$ cat src/colmix_pkg.sv
// colour mixer package: pixel and palette widths, colour type and road modes
package colmix_pkg;

    // sprite pixel width, 13-bit variant only
    localparam int obj_w = 13;

    // palette word address, bit 11 always zero in this variant
    localparam int pal_aw = 12;

    // one colour component
    localparam int col_w = 5;

    // 15-bit colour, red in the top bits
    typedef struct packed {
        logic [col_w-1:0] red;
        logic [col_w-1:0] green;
        logic [col_w-1:0] blue;
    } rgb_t;

    // road control bits rc[4:3]
    // low0/low1 force the upper road colour bits to 11
    // half takes road pixel bit 4 with a leading zero
    // full takes road pixel bits 5:4
    typedef enum logic [1:0] {
        road_low0 = 2'b00,
        road_low1 = 2'b01,
        road_half = 2'b10,
        road_full = 2'b11
    } road_mode_e;

    // palette word layout, 16 bits
    //   red   = {word[3:0],  word[12]}
    //   green = {word[7:4],  word[13]}
    //   blue  = {word[11:8], word[14]}
    //   word[15] set means the colour ignores shadow
    // lsb of each component sits in the upper nibble area of the word

endpackage

$ cat src/colmix.sv
// colour stage: palette word unpack, shadow dimming and video enable
module colmix (
    input  logic             clk,
    input  logic             reset,
    input  logic             pxl_cen,
    input  logic             video_en,
    input  logic [15:0]      pal_word,
    input  logic             pal_shadow,
    output colmix_pkg::rgb_t rgb
);
    import colmix_pkg::*;

    // colour as stored in the palette
    rgb_t pal_rgb;
    // same colour under a sprite shadow
    rgb_t dim_rgb;
    // shadow applies to this word
    logic dim_en;

    // roughly three quarters brightness
    function automatic logic [col_w-1:0] dim(input logic [col_w-1:0] a);
        return a - (a >> 2);
    endfunction

    // nibble gives the top four bits, bits 12..14 the lsb
    always_comb begin
        pal_rgb.red   = {pal_word[3:0],  pal_word[12]};
        pal_rgb.green = {pal_word[7:4],  pal_word[13]};
        pal_rgb.blue  = {pal_word[11:8], pal_word[14]};
    end

    always_comb begin
        dim_rgb.red   = dim(pal_rgb.red);
        dim_rgb.green = dim(pal_rgb.green);
        dim_rgb.blue  = dim(pal_rgb.blue);
    end

    // bit 15 marks colours that stay bright under shadow
    assign dim_en = pal_shadow && !pal_word[15];

    // one pixel after the address, RAM word is settled by now
    always_ff @(posedge clk) begin
        if (reset) begin
            rgb <= '0;
        end else if (pxl_cen) begin
            if (!video_en) begin
                // video off, force black
                rgb <= '0;
            end else if (dim_en) begin
                rgb <= dim_rgb;
            end else begin
                rgb <= pal_rgb;
            end
        end
    end

    // pxl_cen never fires on back-to-back clk
    // so vdata has had a full clk after the address register

endmodule

$ cat config.mk
export PLATFORM = sky130hd
export DESIGN_NAME = colmix
export DESIGN_NICKNAME = d
export VERILOG_FILES = /design/src/colmix_pkg.sv /design/src/colmix.sv
export SDC_FILE = /design/constraint.sdc
export NUM_CORES = 1
export LEC_CHECK = 0
export ABC_AREA = 0
export BUFFER_PORTS_ARGS = -buffer_cell sky130_fd_sc_hd__buf_2
export CELL_PAD_IN_SITES_DETAIL_PLACEMENT = 0
export CELL_PAD_IN_SITES_GLOBAL_PLACEMENT = 1
export CORE_UTILIZATION = 36
export DETAILED_ROUTE_END_ITERATION = 6
export PLACE_DENSITY = 0.88
export SLEW_MARGIN = 20
export SYNTH_ARGS = -nofsm -noshare
export SYNTH_HDL_FRONTEND = slang
export SYNTH_SLANG_ARGS = --single-unit
$ cat constraint.sdc
create_clock -name clk -period 2.2 [get_ports clk]
set_clock_uncertainty 0.1 [all_clocks]
set_input_delay 0.44 -clock clk [delete_from_list [all_inputs] [get_ports clk]]
set_output_delay 0.44 -clock clk [all_outputs]
set_load 0.1 [all_outputs]
After elaboration in Yosys (flattened, before gate mapping)

Cells that the tools add are included.

Register bits: 15
Input port bits: 21
Output and inout bits: 15
Logic and storage cells: 10

Add/subtract/negate cells: 3
Mux-type cells: 2
Reduce and logical (&&, ||, !) cells: 2

Operators by type and width:

| operator                  | count |
|---|---|
| two-way mux 15 bit        | 2 |
| subtractor 5 x 3 -> 5 bit | 3 |
| logical AND 1 bit         | 1 |
| zero test 1 bit           | 1 |

Longest topological paths before layout

Word-level depth: 4
Mapped depth: 8

Least setup slack after synthesis

Ideal clock, no wire load.

Path kind: in2reg
From: input port pal_word[12]
To: register rgb[14] (netlist name)
Setup time: 0.124 ns
Arrival time: 1.604 ns
Required time: 1.976 ns
Path slack: 0.373 ns
Stages on the path: 7
Path buffers: 0
Cells stage by stage: inv_1 > ha_1 > inv_1 > fa_1 > a2111oi_4 > xnor2_1 > o21ai_0

Word-level cells in the longest chain between the ends: 3

Ends and longest elaborated chain:

| item                      | RTL line     | source |
|---|---|---|
| start: declaration        | colmix.sv:7  | `input logic [15:0] pal_word,` |
| subtractor 5 x 3 -> 5 bit | colmix.sv:22 | `return a - (a >> 2);` |
| two-way mux 15 bit        | colmix.sv:49 | `end else if (dim_en) begin` |
| two-way mux 15 bit        | colmix.sv:46 | `if (!video_en) begin` |
| end signal: assignment    | colmix.sv:50 | `rgb <= dim_rgb;` |
| end signal: assignment    | colmix.sv:52 | `rgb <= pal_rgb;` |
| end: declaration          | colmix.sv:9  | `output colmix_pkg::rgb_t rgb` |

Every way passes these cells.
A chain may end at the register's enable or synchronous reset.

Final worst setup path

Same ends and word-level chain as after synthesis.

==> impl_metrics.tcl <==
set metrics [dict create \
    cts_max_path_buffers 2 \
    drt-vias-per-instance 5.010 \
    clk_pin_slew_ns 0.10 \
    largest_reg_flops 15 \
    cts.sinks 15 \
    final.fill_count 289 \
    min_period_ns 1.726 \
    fin_crit_sh_pct 78.44 \
    io_buffer_count 35 \
    fmax_mhz 579.5 \
    finalHoldViolations 0 \
    seq_area_um2 300.3 \
    synth_seq_area_share_pct 26.94 \
    reg_top3 "rgb: 15 flops" \
    finalSetupViolations 0 \
    synth_area_leader_cell "dfxtp_1" \
    cp.required_ns 2.29 \
    vias 962 \
    netlist_instances 127 \
    detail_route.first_pass.iterations 6 \
    wl_per_cell_um 12.09 \
    cp_data_arrival_time_ns 1.82 \
    synth.avg_cell_area_um2 8.778 \
    drc_errors 4 \
    cp_cell_sequence "buf_2 > inv_1 > ha_1 > inv_1 > fa_1 > a2111oi_4 > xnor2_1 > o21ai_0" \
    synthTopCellsByCount "15 x dfxtp_1, 14 x inv_1, 12 x a21oi_1" \
    start_kind "input port" \
    grt-ovfl-total 0 \
    fin_nets 195 \
    drv_slew 0 \
    final_antenna_net_count 0 \
    crit_slowest_cell "fa_1" \
    synth_top_area_share_pct 26.94 \
    fin_hold_ws_ns 0.3090 \
    reg2reg_depth 3 \
    holdBufCountCts 0 \
    core_area_um2 2853 \
    powerDensity_nw_per_um2 545.5 \
    path_depth 8 \
    drt_wl_total_um 2322 \
    worstPathMaxFanout 2 \
    cts_inserted_buffers 3 \
    maxCapViolCount 0 \
    area_delta_synth_final_pct 18.97 \
    largest-register "rgb" \
    io-pin-count 36 \
    synth_nets 160 \
    cts_tree "yes" \
    drive_above_1_share_pct 27.33 \
    synth_edf_count 0 \
    cts_max_level 1 \
    violations "DRC" \
    antenna_cells 0 \
    synth_flop_cell "dfxtp_1" \
    antenna_found_initial 0 \
    grt_max_degree 23 \
    synth_most_common_cell "dfxtp_1" \
    cp_common_cell "inv_1" \
    ir_drop_v 0.0001702 \
    hold_depth 2 \
    rows 19 \
    synth-seq-cells 15 \
    track_usage_pct 14.89 \
    setup-tns-final_ns 0 \
    grt_first_pass_wirelength_um 3808 \
    clkLatencyLatePin_ns 0.29 \
    synth_area_leaders "dfxtp_1 27%, ha_1 10%, a2111oi_4 7.4%, a21oi_1 5.4%, fa_1 5.4%" \
    die_h_um 57.65 \
    ys_warn_count 0 \
    status "complete, but fails checks" \
    floorplan.initialDensity_pct 39.08 \
    dpl.hpwl_um 1857 \
    min_path_type "in2reg" \
    cts_root_buf "clkbuf_4" \
    leakage_nw 0.6859 \
    die_x_um 57.65 \
    slowest_delay_ns 0.43 \
    multi_input_area_um2 733.2 \
    tightestPinTransition_ns 0.6148 \
    crit_family "adder cells" \
    end_kind "flip-flop" \
    cts_resized 0 \
    r2r_slack_ns 1.36 \
    slew_headroom_pct 58.86 \
    synthArstFlopShare_pct 0 \
    post-route-util_pct 46.49 \
    drt_iter0_drc 35 \
    cts_setup_buffers 0 \
    synth_area_um2 1115 \
    path_buf_inv 3 \
    rsz0062_at_grt "no" \
    grt_pass1_vias 903 \
    worstSetupPathType "in2reg" \
    die_area_um2 3324 \
    synth.distinct_cells 26 \
    gp_congestion 0.8692 \
]
-- cells in the final DEF, fill, tap and decap left out, drive strengths merged, types with 6 or more instances in the layout --
cell type / n
buf: 35
dfxtp: 15
inv: 14
a21oi: 12
nor2: 10
o21ai: 10
ha: 9
nand2: 6
nand3: 6
-- through the flow --
stage                     cells  total power, mW  area [um^2]  worst slack (ns)
final                       192           0.7234         1326            0.4743
after global routing        192           0.7624         1326            0.3912
after floorplan             127           0.5044         1115            0.3726
after detailed placement    188           0.5627         1300            0.1830
after CTS                   192           0.7288         1326            0.4844
after global placement      188           0.5584         1300            0.2221
-- path summary, 6_finish.rpt --
path | startpoint | endpoint
worst min-delay path | reset | rgb[10]$_SDFFE_PP0P_
worst max-delay path | pal_word[12] | rgb[14]$_SDFFE_PP0P_
worst max register to register | rgb[6]$_SDFFE_PP0P_ | rgb[6]$_SDFFE_PP0P_
worst min register to register | rgb[7]$_SDFFE_PP0P_ | rgb[7]$_SDFFE_PP0P_
-- layer usage --
| layer | global-route usage [%] | wire length [um] | share of wire [%] |
|---|---|---|---|
| met1 | 17.90 | 1048 | 45 |
| met2 | 27.08 | 1161 | 50 |
| met3 | 1.563 | 95 | 4.1 |
| met4 | 6.122 | 16 | 0.69 |
| met5 | 0 | 0 | 0 |
-- cell type report --
type	instances	area share, %
multi-input cells	93	55.28
inverters	14	3.962
clock buffers	4	1.981
flip-flops and latches	15	22.64
well taps	31	2.925
repair buffers	35	13.21
-- worst register-to-register path: stages (launching register included) --
cell	delay, ns
dfxtp_1	0.33
and2b_1	0.15
a21oi_1	0.11
nor2_1	0.05
-- logic make-up after synthesis --
group | share of synthesized area, %
xor+xnor | 4.714
compound gates | 19.98
flops | 26.94
fa+ha+maj | 15.49
buf+inv | 7.294
simple gates | 20.99
mux | 4.602
-- report_power, final --
part	total, mW	switching, mW	internal (mW)
sequential	0.291	0.00600	0.285
clock	0.167	0.0966	0.0705
combinational	0.266	0.187	0.0787
total	0.723	0.290	0.434
(Power assumes the default switching activity.)
