$ cat src/colmix_pkg.sv
// colour mixer package: pixel and palette widths, colour type and road modes
package colmix_pkg;

    // sprite pixel width, 13-bit variant only
    localparam int obj_w = 13;

    // palette word address, bit 11 always zero in this variant
    localparam int pal_aw = 12;

    // one colour component
    localparam int col_w = 5;

    // 15-bit colour, red in the top bits
    typedef struct packed {
        logic [col_w-1:0] red;
        logic [col_w-1:0] green;
        logic [col_w-1:0] blue;
    } rgb_t;

    // road control bits rc[4:3]
    // low0/low1 force the upper road colour bits to 11
    // half takes road pixel bit 4 with a leading zero
    // full takes road pixel bits 5:4
    typedef enum logic [1:0] {
        road_low0 = 2'b00,
        road_low1 = 2'b01,
        road_half = 2'b10,
        road_full = 2'b11
    } road_mode_e;

    // palette word layout, 16 bits
    //   red   = {word[3:0],  word[12]}
    //   green = {word[7:4],  word[13]}
    //   blue  = {word[11:8], word[14]}
    //   word[15] set means the colour ignores shadow
    // lsb of each component sits in the upper nibble area of the word

endpackage

$ cat src/layer_select.sv
// layer select: road or tile-map priority and registered palette address
module layer_select (
    input  logic                          clk,
    input  logic                          reset,
    input  logic                          pxl_cen,
    input  logic [10:0]                   tmap_addr,
    input  logic [colmix_pkg::obj_w-1:0]  obj_pxl,
    input  logic [7:0]                    rd_pxl,
    input  colmix_pkg::road_mode_e        rc,
    input  logic                          sa,
    input  logic                          sb,
    input  logic                          fix,
    input  logic                          shadow,
    output logic [colmix_pkg::pal_aw-1:0] pal_addr,
    output logic                          pal_shadow
);
    import colmix_pkg::*;

    // raw rc[4:3] bits
    logic [1:0]  rc_bits;
    // upper road colour bits
    logic [1:0]  road_hi;
    logic [10:0] road_addr;
    logic [10:0] next_addr;
    // high picks the road layer
    logic        road_sel;

    assign rc_bits = rc;

    // road colour bits 5:4 depend on the mode
    always_comb begin
        road_hi = 2'b11;
        case (rc)
            road_low0: road_hi = 2'b11;
            road_low1: road_hi = 2'b11;
            road_half: road_hi = {1'b0, rd_pxl[4]};
            road_full: road_hi = rd_pxl[5:4];
        endcase
    end

    // bank bits follow rc bit 4
    assign road_addr = {{5{rc_bits[1]}}, road_hi, rd_pxl[3:0]};

    // fix layer always wins
    // transparent sprite shows road unless rc3 set and sa/sb active
    // sprite code 10xx...0101 also opens the road
    assign road_sel = !fix && (
        (obj_pxl[3:0] == 4'h0 && (!rc_bits[0] || (!sa && !sb))) ||
        (obj_pxl[11:10] == 2'b10 && obj_pxl[3:0] == 4'b0101));

    assign next_addr = road_sel ? road_addr : tmap_addr;

    // address and shadow move together so they meet the RAM word
    always_ff @(posedge clk) begin
        if (reset) begin
            pal_addr   <= '0;
            pal_shadow <= 1'b0;
        end else if (pxl_cen) begin
            // bit 11 unused in this variant
            pal_addr   <= {1'b0, next_addr};
            pal_shadow <= shadow;
        end
    end

endmodule

$ cat config.mk
export PLATFORM = sky130hd
export DESIGN_NAME = layer_select
export DESIGN_NICKNAME = d
export VERILOG_FILES = /design/src/colmix_pkg.sv /design/src/layer_select.sv
export SDC_FILE = /design/constraint.sdc
export NUM_CORES = 1
export LEC_CHECK = 0
export BUFFER_PORTS_ARGS = -buffer_cell sky130_fd_sc_hd__buf_2
export CAP_MARGIN = 5
export CORE_ASPECT_RATIO = 0.9
export CORE_MARGIN = 8
export CORE_UTILIZATION = 25
export DETAILED_ROUTE_END_ITERATION = 8
export MAX_ROUTING_LAYER = met4
export PLACE_DENSITY = 0.61
export SYNTH_ARGS = -nofsm -noshare
export SYNTH_HDL_FRONTEND = slang
export SYNTH_SLANG_ARGS = --single-unit
$ cat constraint.sdc
create_clock -name clk -period 2.45 [get_ports clk]
set_input_delay 0.245 -clock clk [delete_from_list [all_inputs] [get_ports clk]]
set_output_delay 0.245 -clock clk [all_outputs]
set_load 0.01 [all_outputs]
======== Word-level counts from Yosys, hierarchy flattened ========
Index checks and enable logic that the tools add are counted.
operators by class
  add/subtract/negate cells ............... 0
  multipliers ............................. 0
  div/mod/pow operators ................... 0
  magnitude comparators ................... 0
  equality and inequality tests ........... 5
  shift-type cells ........................ 0
  multiplexer cells ....................... 2
  bitwise operators ....................... 0
  reduce and logical (&&, ||, !) cells .... 13
operators with widths
  cell                number
  $mux 11             1
  $eq 2x2->1 const B  3
  $pmux 2 s3          1
  $eq 4x3->1 const B  1
  $logic_and 1x1->1   4
  $logic_not 1->1     4
  $logic_not 4->1     1
  $eq 2x1->1 const B  1
  $logic_not 2->1     1
  $logic_or 1x1->1    2
  $reduce_or 2->1     1
word-level totals
  bits in registers ....................... 12
  latch bits .............................. 0
  RAM bits ................................ 0
  ROM bits ................................ 0
  bits of input ports ..................... 41
  output and inout bits ................... 13
  logic and storage cells ................. 22
  memories ................................ 0

======== Logic depth before layout (Yosys ltp) ========
  depth in word-level cells ............... 7
  depth in mapped cells ................... 5

======== Worst setup path after synthesis ========
OpenSTA, ideal clock, no wires.
  path type ............................... input to register
  start ................................... in sb
  end ..................................... reg pal_addr[9] (netlist bit)
  library setup time ...................... 0.136 ns
  arrival ................................. 1.196 ns
  required time ........................... 2.314 ns
  slack ................................... 1.118 ns
  stages .................................. 4
  buffers on the path ..................... 0
  cell sequence ........................... o21a_1 -> o31a_2 -> nor4b_4 -> a2111oi_0
between the ends
  word-level cells in the longest chain between the ends .. 7
RTL lines
  what                    RTL line            source
  start: declaration      layer_select.sv:11  input logic sb,
  $logic_not 1->1         layer_select.sv:48  (obj_pxl[3:0] == 4'h0 && (!rc_bits[0] || (!sa && !sb))) ||
  $logic_and 1x1->1       layer_select.sv:48
  $logic_or 1x1->1        layer_select.sv:48
  $logic_and 1x1->1       layer_select.sv:48
  $logic_or 1x1->1        layer_select.sv:48
  $logic_and 1x1->1       layer_select.sv:47  assign road_sel = !fix && (
  $mux 11                 layer_select.sv:51  assign next_addr = road_sel ? road_addr : tmap_addr;
  end signal: assignment  layer_select.sv:60  pal_addr <= {1'b0, next_addr};
  end: declaration        layer_select.sv:14  output logic [colmix_pkg::pal_aw-1:0] pal_addr,
Every way passes these cells.
A chain may end at the register's enable or synchronous reset.

======== Worst setup path after layout ========
Same ends and word-level chain as after synthesis.

==> qor.csv <==
stage,metric,value,unit
grt,antenna_found_initial,0,
synthesis,synth_mux_area_frac,0.01572,
synthesis,synth.most_common_cell,dfxtp_1,
drt,drtAntennaViolNets,0,
floorplanning,die_w,69.20,um
pwr,power_density,518.0,nW/um2
synthesis,synth_top_family_by_area,simple AND/OR/NAND/NOR gates,
drt,routed-via-count,706,
critical_path,cpPeakStageDelay,380,ps
floorplanning,io_pins,54,
cts,cts-root-buf,clkbuf_4,
synthesis,postSynthCellCount,70,
drt,drt-initial-drc-count,37,
grt,grt_pass1_wl,3146,um
synthesis,syn_area,636.9,um2
sta,setup_ws,1154,ps
sta,fin_crit_sh,0.5288,
grt,track_usage,0.08517,
synthesis,syn_nets,111,
synthesis,synth-xor-area-share,0,
cts,postCtsSetupRepairBufs,0,
cells_and_area,final_layout_size_suffix_gt1_frac,0.4732,
drt,dr.pass1.iters,4,
synthesis,ys_top_cells_by_count,"dfxtp_1 (12), nor2_1 (11), a2111oi_0 (5), nor2b_1 (5), o21ai_0 (5)",
floorplanning,coreArea,2446,um2
cells_and_area,syn2layout_area_growth,41.26,%
synthesis,synthAdderAreaFrac,0,
synthesis,synth-simple-area-share,0.2927,
drt,routed_via_density,5.043,
sta,period_needed,1296,ps
sta,hold_viol,0,
sta,slew_violations,0,
cts,cts_resized,0,
synthesis,synth_top_area_cell,dfxtp_1,
synthesis,synth.distinct_cells,29,
synthesis,async_flop_share,0,
critical_path,cp-start-kind,input pin,
sta,tns,0,ps
floorplanning,start_util,0.2604,
pwr,leakage,0.0004069,uW
pwr,irDropWorstVdd,0.2456,mV
cells_and_area,antenna_cells,0,
status,status,completed,
synthesis,synth.ff_latch_count,12,
critical_path,cp_max_fo,7,
grt,grt_pass1_vias,751,
cts,cts_sinks,12,
critical_path,path_cells,buf_2 -> o21a_1 -> o31a_2 -> nor4b_4 -> a2111oi_0,
synthesis,synth.top_cells.by_area,"dfxtp_1 (38%), a2111oi_0 (6.9%), nor2_1 (6.5%)",
synthesis,synth_compound_area_frac,0.2711,
synthesis,postSynthAreaPerCell,9.098,um2
critical_path,crit_type,in2reg,
critical_path,cp_slowest_cell,nor4b_4,
cells_and_area,nets,154,
place,port-buffer-count,43,
drt,wl,1908,um
floorplanning,fp.dieH,63.88,um
grt,grt_overflow,0,
sta,setup_viol,0,
drt,route.detailed.drc,0,
min_path,hold_class,in2reg,
cells_and_area,fill_cells,249,
synthesis,yosysSeqAreaShare,0.3772,
floorplanning,dieArea,4421,um2
cts,clkLatencyLatePin,260,ps
drt,drt-wirelength-per-cell,13.63,um
place,pre_cts_ws,858.9,ps
cts,htreeDepth,1,
cts,cts_hold_buf,0,
critical_path,crit_family,compound AO/OA/AOI/OAI gates,
critical_path,crit_buf_inv,1,
critical_path,cp-end-kind,flop,
cts,cts_tree,built,
critical_path,arrival,1430,ps
sta,rsz0062_at_grt,no,
cts,cts_max_path_buffers,2,
synthesis,synth_edf_count,0,
synthesis,yosysWarningCount,0,
run,drv_cap,0,
place,gp_congestion,0.7114,
floorplanning,num_rows,17,
sta,worst_clock_skew,0,ps
synthesis,synth_top_flop_cell,dfxtp_1,
cts,clk_pin_slew,80,ps
sta,fmax,771.9,MHz
synthesis,synth_top_cell_area_share,0.3772,
critical_path,cp_data_required_time,2590,ps
cts,cts_buffers,3,
grt,grt_max_degree,25,
## worst paths after layout
| kind | cells past startpoint | from | end | slack (ps) |
|---|---|---|---|---|
| max | 5 | sb | pal_addr[9] | 1150 |
| max reg2reg | 2 | pal_addr[5] | pal_addr[5] | 1510 |
| min reg2reg | 2 | pal_addr[7] | pal_addr[7] | 490 |
| min | 3 | shadow | pal_shadow | 220 |
## per-stage QoR
stage               instance area [um2]  instances  total power [uW]    util  hold WS (ps)
global route                      899.6        140             494.4  0.3678         226.9
finish                            899.6        140             466.0  0.3678         219.4
CTS                               899.6        140             476.1  0.3678         222.1
detailed placement                863.3        136             315.7  0.3529         477.7
floorplan                         636.9         70             267.8       -         328.1
global placement                  863.3        136             312.9  0.3529         472.2
## report_power, final
group	leakage [uW]	switching, uW	internal, uW
registers	0.0000996	6.20	209
logic	0.000286	49.5	45.5
clock network	0.0000210	66.0	90.2
## kinds of logic after synthesis
| kind of cell | after synthesis |
|---|---|
| AOI/OAI and AO/OA | 21 |
| DFF | 12 |
| buffers and inverters | 5 |
| and+or+nand+nor | 30 |
| muxes | 1 |
| other | 1 |
## routing by layer
layer | vias to the layer above | global-route usage | share of wire
li1 | 349 | - | -
met1 | 317 | 0.1024 | 0.51
met3 | 2 | 0.03704 | 0.087
met2 | 38 | 0.1266 | 0.39
met5 | - | - | 0
met4 | 0 | 0.02302 | 0.0052
## layout by cell type, fill, tap and decap left out
| master | netlist | layout |
|---|---|---|
| a311oi_1 | 4 | 4 |
| or3_1 | 1 | 1 |
| o31a_2 | 1 | 1 |
| o21a_1 | 1 | 1 |
| clkbuf_4 | 0 | 3 |
| nor2_1 | 11 | 11 |
| mux2i_1 | 1 | 1 |
| conb_1 | 1 | 1 |
| nand2_4 | 1 | 1 |
| or3b_2 | 1 | 1 |
| o21ai_0 | 5 | 5 |
| nand2b_1 | 2 | 2 |
| nand3_1 | 4 | 4 |
| nor4b_1 | 1 | 1 |
| buf_2 | 1 | 43 |
| a2111oi_0 | 5 | 5 |
| nor2b_1 | 5 | 5 |
| o31ai_4 | 1 | 1 |
| dfxtp_1 | 12 | 12 |
| clkbuf_8 | 0 | 1 |
| o311ai_0 | 1 | 1 |
| nand4b_1 | 1 | 1 |
| nand2_1 | 1 | 1 |
| a21boi_0 | 1 | 1 |
| nor4b_4 | 1 | 1 |
| nor3_2 | 1 | 1 |
| o32ai_1 | 1 | 1 |
| a21oi_1 | 1 | 1 |
## registers in the layout, summed over array words and instances, names as in the netlist
register    flops
pal_addr       11
pal_shadow      1
## final cells by class
type,instances,area [um2],area share
flip-flops and latches,12,240.2,0.2670
clock buffers,4,36.28,0.04033
multi-input cells,53,372.9,0.4145
repair buffers,43,215.2,0.2392
well taps,28,35.03,0.03894
## tightest hold or removal path: stages
cell	delay [ps]
buf_2	70
mux2i_1	60
nor2_1	80
(Power assumes the default switching activity.)
