File: src/colmix_pkg.sv
// colour mixer package: pixel and palette widths, colour type and road modes
package colmix_pkg;

    // sprite pixel width, 13-bit variant only
    localparam int obj_w = 13;

    // palette word address, bit 11 always zero in this variant
    localparam int pal_aw = 12;

    // one colour component
    localparam int col_w = 5;

    // 15-bit colour, red in the top bits
    typedef struct packed {
        logic [col_w-1:0] red;
        logic [col_w-1:0] green;
        logic [col_w-1:0] blue;
    } rgb_t;

    // road control bits rc[4:3]
    // low0/low1 force the upper road colour bits to 11
    // half takes road pixel bit 4 with a leading zero
    // full takes road pixel bits 5:4
    typedef enum logic [1:0] {
        road_low0 = 2'b00,
        road_low1 = 2'b01,
        road_half = 2'b10,
        road_full = 2'b11
    } road_mode_e;

    // palette word layout, 16 bits
    //   red   = {word[3:0],  word[12]}
    //   green = {word[7:4],  word[13]}
    //   blue  = {word[11:8], word[14]}
    //   word[15] set means the colour ignores shadow
    // lsb of each component sits in the upper nibble area of the word

endpackage

File: src/blank_delay.sv
// blanking delay: aligns colour and blanking, black outside the active area
module blank_delay #(
    parameter int blank_dly = 2
) (
    input  logic             clk,
    input  logic             reset,
    input  logic             pxl_cen,
    input  logic             preLHBL,
    input  logic             preLVBL,
    input  colmix_pkg::rgb_t rgb_in,
    output logic             LHBL,
    output logic             LVBL,
    output colmix_pkg::rgb_t rgb_out
);
    import colmix_pkg::*;

    // colour line, blank_dly stages
    rgb_t rgb_sr [blank_dly];

    // blanking lines, two extra stages cover the address and RAM steps
    logic [blank_dly+1:0] lhbl_sr;
    logic [blank_dly+1:0] lvbl_sr;

    always_ff @(posedge clk) begin
        if (reset) begin
            for (int i = 0; i < blank_dly; i++) begin
                rgb_sr[i] <= '0;
            end
            lhbl_sr <= '0;
            lvbl_sr <= '0;
        end else if (pxl_cen) begin
            rgb_sr[0] <= rgb_in;
            for (int i = 1; i < blank_dly; i++) begin
                rgb_sr[i] <= rgb_sr[i-1];
            end
            // newest sample enters at bit 0
            lhbl_sr <= {lhbl_sr[blank_dly:0], preLHBL};
            lvbl_sr <= {lvbl_sr[blank_dly:0], preLVBL};
        end
    end

    assign LHBL = lhbl_sr[blank_dly+1];
    assign LVBL = lvbl_sr[blank_dly+1];

    // black during either blanking
    assign rgb_out = (LHBL && LVBL) ? rgb_sr[blank_dly-1] : '0;

endmodule

File: config.mk
export PLATFORM = sky130hd
export DESIGN_NAME = blank_delay
export DESIGN_NICKNAME = d
export VERILOG_FILES = /design/src/colmix_pkg.sv /design/src/blank_delay.sv
export SDC_FILE = /design/constraint.sdc
export NUM_CORES = 1
export LEC_CHECK = 0
export ABC_AREA = 1
export BUFFER_PORTS_ARGS = -buffer_cell sky130_fd_sc_hd__buf_2
export CAP_MARGIN = 10
export CORE_UTILIZATION = 52
export CTS_CLUSTER_DIAMETER = 60
export DETAILED_ROUTE_END_ITERATION = 10
export PLACE_DENSITY = 0.75
export SETUP_SLACK_MARGIN = 0.1
export SLEW_MARGIN = 20
export SYNTH_ARGS = -nofsm -noshare
export SYNTH_HDL_FRONTEND = slang
export SYNTH_SLANG_ARGS = --single-unit
File: constraint.sdc
create_clock -name clk -period 1.95 [get_ports clk]
set_input_delay 0.2925 -clock clk [delete_from_list [all_inputs] [get_ports clk]]
set_output_delay 0.2925 -clock clk [all_outputs]
set_load 0.005 [all_outputs]
# --- After elaboration in Yosys (flattened, before gate mapping) ---
# Memory sizes are Yosys's and may differ from the RTL's.
# Cells that the tools add are included.
word_totals:
  n_memories: 1
  output_inout_bits: 17
  inputBits: 20
  mem_bits_rw: 30
  regBits: 8
  word_cells: 14
classes:
  reduce_logical: 1
  n_bitwise: 2
  n_mux: 8
mem_list:
  columns: ["name", "depth", "width", "read_ports", "rd_clocked_by_memory_dff", "write_ports", "line_no", "source"]
  rows:
  - ["rgb_sr", 2, 15, 2, 0, 2, "blank_delay.sv:18", "rgb_t rgb_sr [blank_dly];"]
op_table:
  columns: ["cell", "count"]
  rows:
  - ["two-way mux 15 bit", 3]
  - ["two-way mux 1 bit", 5]
  - ["OR 1 bit", 2]
  - ["logical AND 1 bit", 1]

# --- Longest topological paths before layout ---
# Gate-level depths: netlist of the first run.
logic_depth:
  ltp_word: 4
  depth_mapped: 4

# --- Worst setup path before layout of the first run ---
# OpenSTA, ideal clock, no wires.
synth_path:
  path_type: "input -> register"
  startpoint: "input port pxl_cen"
  endpoint: "memory rgb_sr[0][0] (netlist name), enable pin"
  path_stages: 3
  path_buffers: 1
  t_required_ps: 1565
  t_arrival_ps: 1079
  slack_ps: 486
  path_cell_list: "buf_6 -> nor2_2 -> inv_1"
synth_rtl:
  columns: ["item", "line_no", "source"]
  rows:
  - ["from (decl)", "blank_delay.sv:7", "input logic pxl_cen,"]
  - ["to (decl)", "blank_delay.sv:18", null]

==> metrics.yaml, run 1 <==
outcome:
  outcome: "finished clean"
route:
  antenna_left: 0
  drc: 0
  via_per_inst: 4.43
  post_drt_wl_per_cell_um: 10.2
  drt_wl_total_um: 2390
  first_pass_iters: 2
  drt-initial-drc-count: 13
  vias: 1036
die:
  dieHeight_um: 56.6
  boundaryPins: 37
  initial_core_util_pct: 55.8
  core_area_um2: 2780
  dieArea_um2: 3210
  num_rows: 19
  die_w_um: 56.6
placed_design:
  place_hpwl_um: 1720
  dpl.cell_count: 226
  portBuffers: 36
  dpl-instance-area_um2: 1750
  place_ws_ns: 0.573
  place.gp.congestion: 0.735
timing:
  timing.final.crit_period_ns: 1.61
  tns_ns: 0
  rsz0062_at_grt: "no"
  fin_crit_sh_pct: 82.6
  hold_viol_final: 0
  slew_violations: 0
  tightest_slew_ns: 0.476
  max_freq_mhz: 621
  setup_viol: 0
  relSlewSlack_pct: 68.2
  hold_slack_ns: 0.184
  fin_ws_ns: 0.339
  clock_skew_ns: 0.00783
yosys:
  synth.area.mux_share_pct: 0
  yosys.area_share.simple_pct: 18.2
  synth_xor_area_share_pct: 0
  synth_top_family_by_area: "simple AND/OR/NAND/NOR gates"
  ys_warn_count: 0
  synth_seq_cells: 38
  synth_cell_types: 10
  synth_nets: 182
  synth_area_per_cell_um2: 9.58
  synth_compound_area_share_pct: 0
  mappedNetlistArea_um2: 1550
  yosys.area_share.adder_pct: 0
  yosysSeqAreaShare_pct: 68.4
  synthCells: 162
critical_path:
  critPathLaunchType: "flop"
  reg2reg_slack_ns: 1.21
  arrival_ns: 1.32
  worst-endpoint-required_ns: 1.66
  crit_type: "flop to primary output"
  crit_end: "rgb_out[8]"
  worstPathCellList: "nand2_1 > nor2_1 > buf_2"
  r2r_end: "rgb_sr[0][19]"
  worst-path-max-fanout: 15
  cp-end-kind: "primary output"
  r2r.worst_path.cells: 2
  cpPeakStageDelay_ns: 0.36
  reg2reg_from: "rgb_sr[0][4]"
  cp-startpoint: "lvbl_sr[3]"
  critPathSlowestCell: "dfxtp_1"
pwr:
  ir_worst_vdd_uv: 777
  p_leak_nw: 0.919
  powerDensity_nw_per_um2: 774
global_route:
  antenna_found_initial: 0
  grt_overflow: 0
  grt_pass1_vias: 1001
  track_usage_pct: 17.5
  grt_pass1_wl_um: 4020
  grt_max_degree: 31
hold_path:
  hold_path_class: "input port to flop"
cts:
  cts_sinks: 38
  htreeDepth: 2
  hold_buffers: 0
  cts_tree: "built"
  cts_setup_buffers: 0
  ctsLongestPathBuffers: 2
  cts_buffers: 5
  clk_pin_slew_worst_paths_ns: 0.10
  worst_skew_pair.late_latency_ns: 0.34
  cts_resized: 0
  root_buffer: "clkbuf_4"
final_layout:
  final_cell_area_um2: 1800
  instances_no_fill: 234
  syn2layout_area_growth_pct: 16.3
  finalNetCount: 222
  antenna_cells: 0
  drive_gt1_share_pct: 22.7
run:
  cap_violations: 0
==> report_power, final <==
| part | switching (mW) | total (mW) | leakage (nW) | internal (mW) |
|---|---|---|---|---|
| clock network | 0.233 | 0.369 | 0.0297 | 0.135 |
| logic | 0.0556 | 0.0883 | 0.495 | 0.0327 |
| registers | 0.0146 | 0.940 | 0.395 | 0.926 |
==> through the flow <==
stage          util [%]  total power, mW
2_1_floorplan         -             1.01
3_3_place_gp       63.1             1.04
3_5_place_dp       63.1             1.05
4_1_cts            64.9             1.41
5_1_grt            64.9             1.47
6_report           64.9             1.40
==> per-layer routing <==
layer,GRT usage [%],routed length (um),vias up
met2,30.9,1240,25
met1,17.2,965,451
met3,7.60,129,7
li1,-,-,553
met5,0,0,-
met4,8.71,52,0
==> placed cells by master, fill, tap and decap left out, types with 2 or more instances in the layout <==
cell type	count
buf_4	2
buf_2	36
inv_1	46
nand3_1	8
dfxtp_1	8
clkbuf_4	5
edfxtp_1	30
nand2_1	18
nor2_1	45
==> synthesized netlist by cell type <==
cell type / n / area share [%]
buf_6: 1 / 0.73
edfxtp_1: 30 / 58
nand2_1: 18 / 4.4
inv_2: 1 / 0.24
nor2_1: 45 / 11
nor2_2: 1 / 0.40
inv_1: 46 / 11
dfxtp_1: 8 / 10
nand3_1: 8 / 2.6
buf_2: 4 / 1.3
==> worst max-delay path: cells and delay by family (launching register included) <==
| kind | cells | cell delay [ns] |
|---|---|---|
| flops | 1 | 0.36 |
| buf+inv | 1 | 0.14 |
| simple gates | 2 | 0.48 |
==> layout make-up <==
type | count | area [um2]
sequential | 38 | 1060
clock buffer | 6 | 41.3
fill | 243 | 977
timing repair buffer | 38 | 195
multi-input combinational | 72 | 283
tap | 31 | 38.8
inverter | 47 | 176
clock inverter | 2 | 8.76
==> state kept, by name, indices dropped and copies added, names as in the netlist <==
signal and count:
rgb_sr 30, lhbl_sr 4, lvbl_sr 4
==> kinds of logic (layout without fill, tap and decap cells) <==
logic type / Yosys count / after routing
and+or+nand+nor: 72 / 72
buffers and inverters: 52 / 93
DFF: 38 / 38
==> how the worst min path moves through the flow <==
stage,start,end,slack [ns],cells past startpoint
global placement,lhbl_sr[0],lhbl_sr[0],0.44,2
detailed placement,lvbl_sr[0],lvbl_sr[0],0.44,2
CTS,preLHBL,lhbl_sr[0],0.17,3
finish,preLHBL,lhbl_sr[0],0.18,3
global route,preLVBL,lvbl_sr[0],0.17,3
floorplan,lhbl_sr[0],lhbl_sr[0],0.42,2
No activity file was read; power rests on OpenSTA's default activity.
==> run 2, diff against run 1 <==
- clock period: 1.95 -> 1.55 ns (I/O delays scaled with it)
==> run 2 against run 1 <==
  * Cell count increased by 0.43%
  * First-iteration DRC count grew to 3.0 times the previous value
  * Setup slack worse by 0.14 ns
  * Utilization is 2.1 points higher
  * Power up 38%
  * Die area is the same
  * Sequential share of layout area fell by 1.8 points
  * Largest power group unchanged
==> metrics.yaml, run 2 (synthesized netlist as in run 1, its figures left out) <==
pwr:
  powerDensity_nw_per_um2: 1030  # was 774 nW/um2
  power_switching_mw: 0.395  # was 0.304 mW
  finalPower_mw: 1.93  # was 1.40 mW
  power_frac_clock_pct: 32.5  # was 26.4%
  ir_worst_vdd_uv: 1040  # was 777 uV
  p_leak_nw: 0.960  # was 0.919 nW
  p_int_mw: 1.53  # was 1.09 mW
  combPwrFrac_pct: 6.1  # was 6.3%
  seqPwrFrac_pct: 61.4  # was 67.3%
  sw_frac_of_total_pct: 20.5  # was 21.7%
final_layout:
  largest_reg_flops: 30  # unchanged
  top_regs: "rgb_sr (30), lhbl_sr (4), lvbl_sr (4)"  # unchanged
  final_util_pct: 67.0  # was 64.9%
  instances_no_fill: 235  # was 234
  finalNetCount: 223  # was 222
  drive_gt1_share_pct: 24.5  # was 22.7%
  antenna_cells: 0  # unchanged
  largest_register: "rgb_sr"  # unchanged
  syn2layout_area_growth_pct: 20.1  # was 16.3%
  final_cell_mix: "46 x inv_1, 45 x nor2_1, 36 x buf_2"  # unchanged
  final_cell_area_um2: 1860  # was 1800 um2
  layout_commonest_cell: "inv_1"  # unchanged
hold_path:
  holdPathEnd: "lvbl_sr[0]"  # was lhbl_sr[0]
  hold_path_class: "input port to flop"  # unchanged
  worstHoldStart: "preLVBL"  # was preLHBL
  min_path_cells: 3  # unchanged
global_route:
  grt_max_degree: 31  # unchanged
  grt_overflow: 0  # unchanged
  grt_pass1_wl_um: 3930  # was 4020 um
  track_usage_pct: 17.0  # was 17.5%
  grt_pass1_vias: 962  # was 1001
  antenna_found_initial: 0  # unchanged
run:
  cap_violations: 0  # unchanged
die:
  dieHeight_um: 56.6  # unchanged
  core_area_um2: 2780  # unchanged
  dieArea_um2: 3210  # unchanged
  boundaryPins: 37  # unchanged
  die_w_um: 56.6  # unchanged
  num_rows: 19  # unchanged
  initial_core_util_pct: 55.8  # unchanged
critical_path:
  worst-endpoint-required_ns: 1.32  # was 1.66 ns
  cpPeakStageDelay_ns: 0.40  # was 0.36 ns
  reg2reg_slack_ns: 0.82  # was 1.21 ns
  cp-end-kind: "primary output"  # unchanged
  worstPathCellList: "nand2_4 > nor2_1 > buf_2"  # was nand2_1 > nor2_1 > buf_2
  reg2reg_from: "rgb_sr[0][11]"  # was rgb_sr[0][4]
  r2r.worst_path.cells: 2  # unchanged
  critPathLaunchType: "flop"  # unchanged
  crit_type: "flop to primary output"  # unchanged
  r2r_end: "rgb_sr[0][26]"  # was rgb_sr[0][19]
  arrival_ns: 1.12  # was 1.32 ns
  critPathSlowestCell: "dfxtp_1"  # unchanged
  worst-path-max-fanout: 15  # unchanged
timing:
  hold_slack_ns: 0.107  # was 0.184 ns
  max_freq_mhz: 739
  timing.final.crit_period_ns: 1.35
  setup_viol: 0  # unchanged
  clock_skew_ns: 0.0112  # was 0.00783 ns
  fin_ws_ns: 0.197  # was 0.339 ns
  tns_ns: 0  # unchanged
  tightest_slew_ns: 0.298  # was 0.476 ns
  rsz0062_at_grt: "no"  # unchanged
  slew_violations: 0  # unchanged
  hold_viol_final: 0  # unchanged
  fin_crit_sh_pct: 87.3
  relSlewSlack_pct: 80.1  # was 68.2%
cts:
  cts_buffers: 5  # unchanged
  cts_tree: "built"  # unchanged
  htreeDepth: 2  # unchanged
  worst_skew_pair.late_latency_ns: 0.34  # about the same
  root_buffer: "clkbuf_4"  # unchanged
  cts_sinks: 38  # unchanged
  clk_pin_slew_worst_paths_ns: 0.10  # about the same
  ctsLongestPathBuffers: 2  # unchanged
  cts_setup_buffers: 0  # unchanged
placed_design:
  place.gp.congestion: 0.767  # was 0.735
  dpl.cell_count: 227  # was 226
  place_hpwl_um: 1750  # was 1720 um
  portBuffers: 36  # unchanged
  place_ws_ns: 0.291  # was 0.573 ns
  dpl-instance-area_um2: 1770  # was 1750 um2
route:
  post_drt_wl_per_cell_um: 10.0  # was 10.2 um
  drc: 0  # unchanged
  via_per_inst: 4.45  # was 4.43
  first_pass_iters: 2  # unchanged
  drt-initial-drc-count: 39  # was 13
  antenna_left: 0  # unchanged
  drt_wl_total_um: 2360  # was 2390 um
  vias: 1046  # was 1036
outcome:
  outcome: "finished clean"  # unchanged
-- run 2: how the worst max path moves through the flow --
stage | from | to | slack (ns)
after global placement | pxl_cen | rgb_sr[0][21] | 0.33
after detailed placement | pxl_cen | rgb_sr[0][10] | 0.29
final | lvbl_sr[3] | rgb_out[3] | 0.20
after global routing | lvbl_sr[3] | rgb_out[6] | 0.11
after CTS | lhbl_sr[3] | rgb_out[3] | 0.10
after floorplan | pxl_cen | rgb_sr[0][0] | 0.15
-- run 2: critical path: cells and delay by family, from the launching register on --
family	cells	cell delay, ns
flip-flops	1	0.40
AND/OR/NAND/NOR	2	0.25
buffers and inverters	1	0.12
-- run 2: cell type report --
| type | instances | area, um2 |
|---|---|---|
| clock buffer | 8 | 80.1 |
| fill | 242 | 918 |
| inverter | 47 | 176 |
| multi-input combinational | 72 | 290 |
| sequential | 38 | 1060 |
| tap | 31 | 38.8 |
| timing repair buffer | 39 | 215 |
-- run 2: repair_timing --
item / in CTS / in global routing
hold buffers: 0 / 0
endpoints found under the hold margin: 0 / 0
resized for setup: 1 / 2
setup endpoints to repair: 15 / 15
-- run 2: routing by layer --
layer,share of wire (%),wire [um],global-route usage [%],up-vias
met3,5.5,130,6.91,6
li1,-,-,-,558
met1,40,936,17.5,457
met2,52,1230,29.7,25
met5,0,0,0,-
met4,2.3,54,8.36,0
-- run 2: power by group through the flow --
stage | clock, mW | sequential (mW) | combinational (mW)
4_1_cts | 0.636 | 1.18 | 0.118
6_report | 0.627 | 1.18 | 0.117
5_1_grt | 0.668 | 1.19 | 0.136
2_1_floorplan | 0 | 1.20 | 0.0736
3_3_place_gp | 0 | 1.20 | 0.111
3_5_place_dp | 0 | 1.21 | 0.118
==> run 3, diff against run 2 <==
- BUFFER_PORTS_ARGS: -buffer_cell sky130_fd_sc_hd__buf_2 -> not set
- CORE_UTILIZATION: 52 -> 60
- DONT_BUFFER_PORTS: not set -> 1
- PLACE_DENSITY: 0.75 -> 0.73
- clock period: 1.55 -> 1.4 ns (I/O delays scaled with it)
==> run 3 against run 2 <==
  * Register-to-register slack worse by 0.16 ns
  * Critical path depth down 1
  * Die area shrank 13%
  * Sequential share of layout area up 4.6 points
  * Routed wire length down 9.0%
  * Global-route usage grew 0.56 points
  * Utilization is 3.3 points higher
  * Clock-buffer cell count is 3 lower
  * Via count fell by 8.6%
  * Critical path type unchanged
  * Highest routed layer unchanged
==> metrics.yaml, run 3 (synthesized netlist as in run 1, its figures left out) <==
die:
  core_area_um2: 2450  # was 2780 um2
  initial_core_util_pct: 63.2  # was 55.8%
  boundaryPins: 37  # unchanged
  die_w_um: 52.9  # was 56.6 um
  dieArea_um2: 2790  # was 3210 um2
  dieHeight_um: 52.9  # was 56.6 um
  num_rows: 18  # was 19
timing:
  max_freq_mhz: 823
  tightest_slew_ns: 0.367  # was 0.298 ns
  hold_viol_final: 0  # unchanged
  tns_ns: 0  # unchanged
  relSlewSlack_pct: 75.5  # was 80.1%
  slew_violations: 0  # unchanged
  timing.final.crit_period_ns: 1.21
  setup_viol: 0  # unchanged
  rsz0062_at_grt: "yes"  # was no
  clock_skew_ns: 0.00705  # was 0.0112 ns
  fin_crit_sh_pct: 86.7
route:
  drt_wl_total_um: 2140  # was 2360 um
  antenna_left: 0  # unchanged
  post_drt_wl_per_cell_um: 10.7  # was 10.0 um
  drc: 0  # unchanged
  drt-initial-drc-count: 13  # was 39
  first_pass_iters: 3  # was 2
  via_per_inst: 4.78  # was 4.45
  vias: 956  # was 1046
cts:
  cts_setup_buffers: 0  # unchanged
  cts_sinks: 38  # unchanged
  cts_tree: "built"  # unchanged
  ctsLongestPathBuffers: 2  # unchanged
  worst_skew_pair.late_latency_ns: 0.33  # was 0.34 ns
  root_buffer: "clkbuf_4"  # unchanged
  htreeDepth: 2  # unchanged
  cts_buffers: 5  # unchanged
  clk_pin_slew_worst_paths_ns: 0.11  # was 0.10 ns
final_layout:
  layout_commonest_cell: "inv_1"  # unchanged
  top_regs: "rgb_sr (30), lhbl_sr (4), lvbl_sr (4)"  # unchanged
  final_cell_mix: "45 x inv_1, 44 x nor2_1, 30 x edfxtp_1"  # was 46 x inv_1, 45 x nor2_1, 36 x buf_2
  multi_input_area_um2: 298  # was 290 um2
  ff_latch_area_um2: 1060  # about the same
  finalNetCount: 189  # was 223
  syn2layout_area_growth_pct: 11.2  # was 20.1%
  largest_reg_flops: 30  # unchanged
  largest_register: "rgb_sr"  # unchanged
  antenna_cells: 0  # unchanged
  num-fill-cells: 188  # was 242
  drive_gt1_share_pct: 9.41  # was 24.5%
placed_design:
  place.gp.congestion: 0.808  # was 0.767
  place_hpwl_um: 1340  # was 1750 um
  portBuffers: 0  # was 36
critical_path:
  cpPeakStageDelay_ns: 0.38  # was 0.40 ns
  arrival_ns: 1.00  # was 1.12 ns
  cp-end-kind: "primary output"  # unchanged
  crit_buf_inv: 0  # was 1
  worst-path-max-fanout: 15  # unchanged
  path_delay_family: "flip-flops"  # unchanged
  critPathLaunchType: "flop"  # unchanged
  worst-endpoint-required_ns: 1.19  # was 1.32 ns
  worstPathCellList: "nand2_4 > nor2_1"  # was nand2_4 > nor2_1 > buf_2
  crit_type: "flop to primary output"  # unchanged
  critPathSlowestCell: "dfxtp_2"  # was dfxtp_1
global_route:
  track_usage_pct: 17.6  # was 17.0%
  grt_overflow: 0  # unchanged
  grt_max_degree: 31  # unchanged
  grt_pass1_wl_um: 3320  # was 3930 um
  grt_pass1_vias: 826  # was 962
  antenna_found_initial: 0  # unchanged
pwr:
  ir_worst_vdd_uv: 1140  # was 1040 uV
  p_int_mw: 1.87  # was 1.53 mW
  sw_frac_of_total_pct: 18.4  # was 20.5%
  power_frac_clock_pct: 38.5  # was 32.5%
  power_switching_mw: 0.423  # was 0.395 mW
  seqPwrFrac_pct: 56.9  # was 61.4%
  finalPower_mw: 2.30  # was 1.93 mW
  powerDensity_nw_per_um2: 1330  # was 1030 nW/um2
  combPwrFrac_pct: 4.6  # was 6.1%
  p_leak_nw: 0.801  # was 0.960 nW
hold_path:
  hold_path_class: "input port to flop"  # unchanged
outcome:
  outcome: "finished clean"  # unchanged
run:
  cap_violations: 0  # unchanged
==> run 3: path summary, 6_finish.rpt <==
path / startpoint / endpoint / slack [ns] / cells after the start
setup / recovery: lhbl_sr[3] / rgb_out[3] / 0.19 / 2
hold / removal: pxl_cen / lhbl_sr[0] / 0.03 / 2
setup reg to reg: rgb_sr[0][8] / rgb_sr[0][23] / 0.66 / 2
hold reg to reg: lvbl_sr[1] / lvbl_sr[1] / 0.45 / 2
==> run 3: worst register-to-register path: stages (launching register included) <==
cell	delay (ns)
edfxtp_1	0.39
inv_1	0.07
nor2_1	0.04
==> run 3: cell type report <==
| type | count | share of cell area [%] |
|---|---|---|
| sequential | 38 | 61.6 |
| multi-input combinational | 72 | 17.3 |
| inverter | 47 | 10.4 |
| clock inverter | 3 | 3.70 |
| timing repair buffer | 5 | 2.61 |
| clock buffer | 5 | 2.18 |
| tap | 30 | 2.18 |
==> run 3: power groups by stage <==
stage	Clock, mW	Sequential, mW	Combinational [mW]
after global placement	0	1.33	0.0904
after floorplan	0	1.33	0.0867
final	0.885	1.31	0.105
after CTS	0.909	1.31	0.102
after detailed placement	0	1.33	0.0960
after global routing	0.944	1.32	0.121
==> run 3: metrics by stage <==
step	util, %	setup WS [ns]	instances	hold WS, ns	cell area, um2
5_1_grt	70.3	0.0839	200	0.0217	1730
4_1_cts	69.8	0.139	199	0.000497	1710
2_1_floorplan	-	0.0673	162	0.351	1570
3_3_place_gp	64.4	0.259	189	0.353	1580
6_report	70.3	0.186	200	0.0318	1730
3_5_place_dp	64.4	0.226	189	0.355	1580
==> run 3: metal layers <==
metal	GRT usage, %	up-vias	share of wire (%)
li1	-	492	-
met2	29.7	23	52
met3	6.61	5	4.9
met5	0	-	0
met4	9.21	0	1.8
met1	19.0	436	41
==> run 3: timing repair <==
item	4_1_cts	5_1_grt
pin swaps	0	0
endpoints found under the hold margin	3	2
gates resized for setup	4	1
cloned	0	0
hold buffers	2	1
setup endpoints to repair	15	6
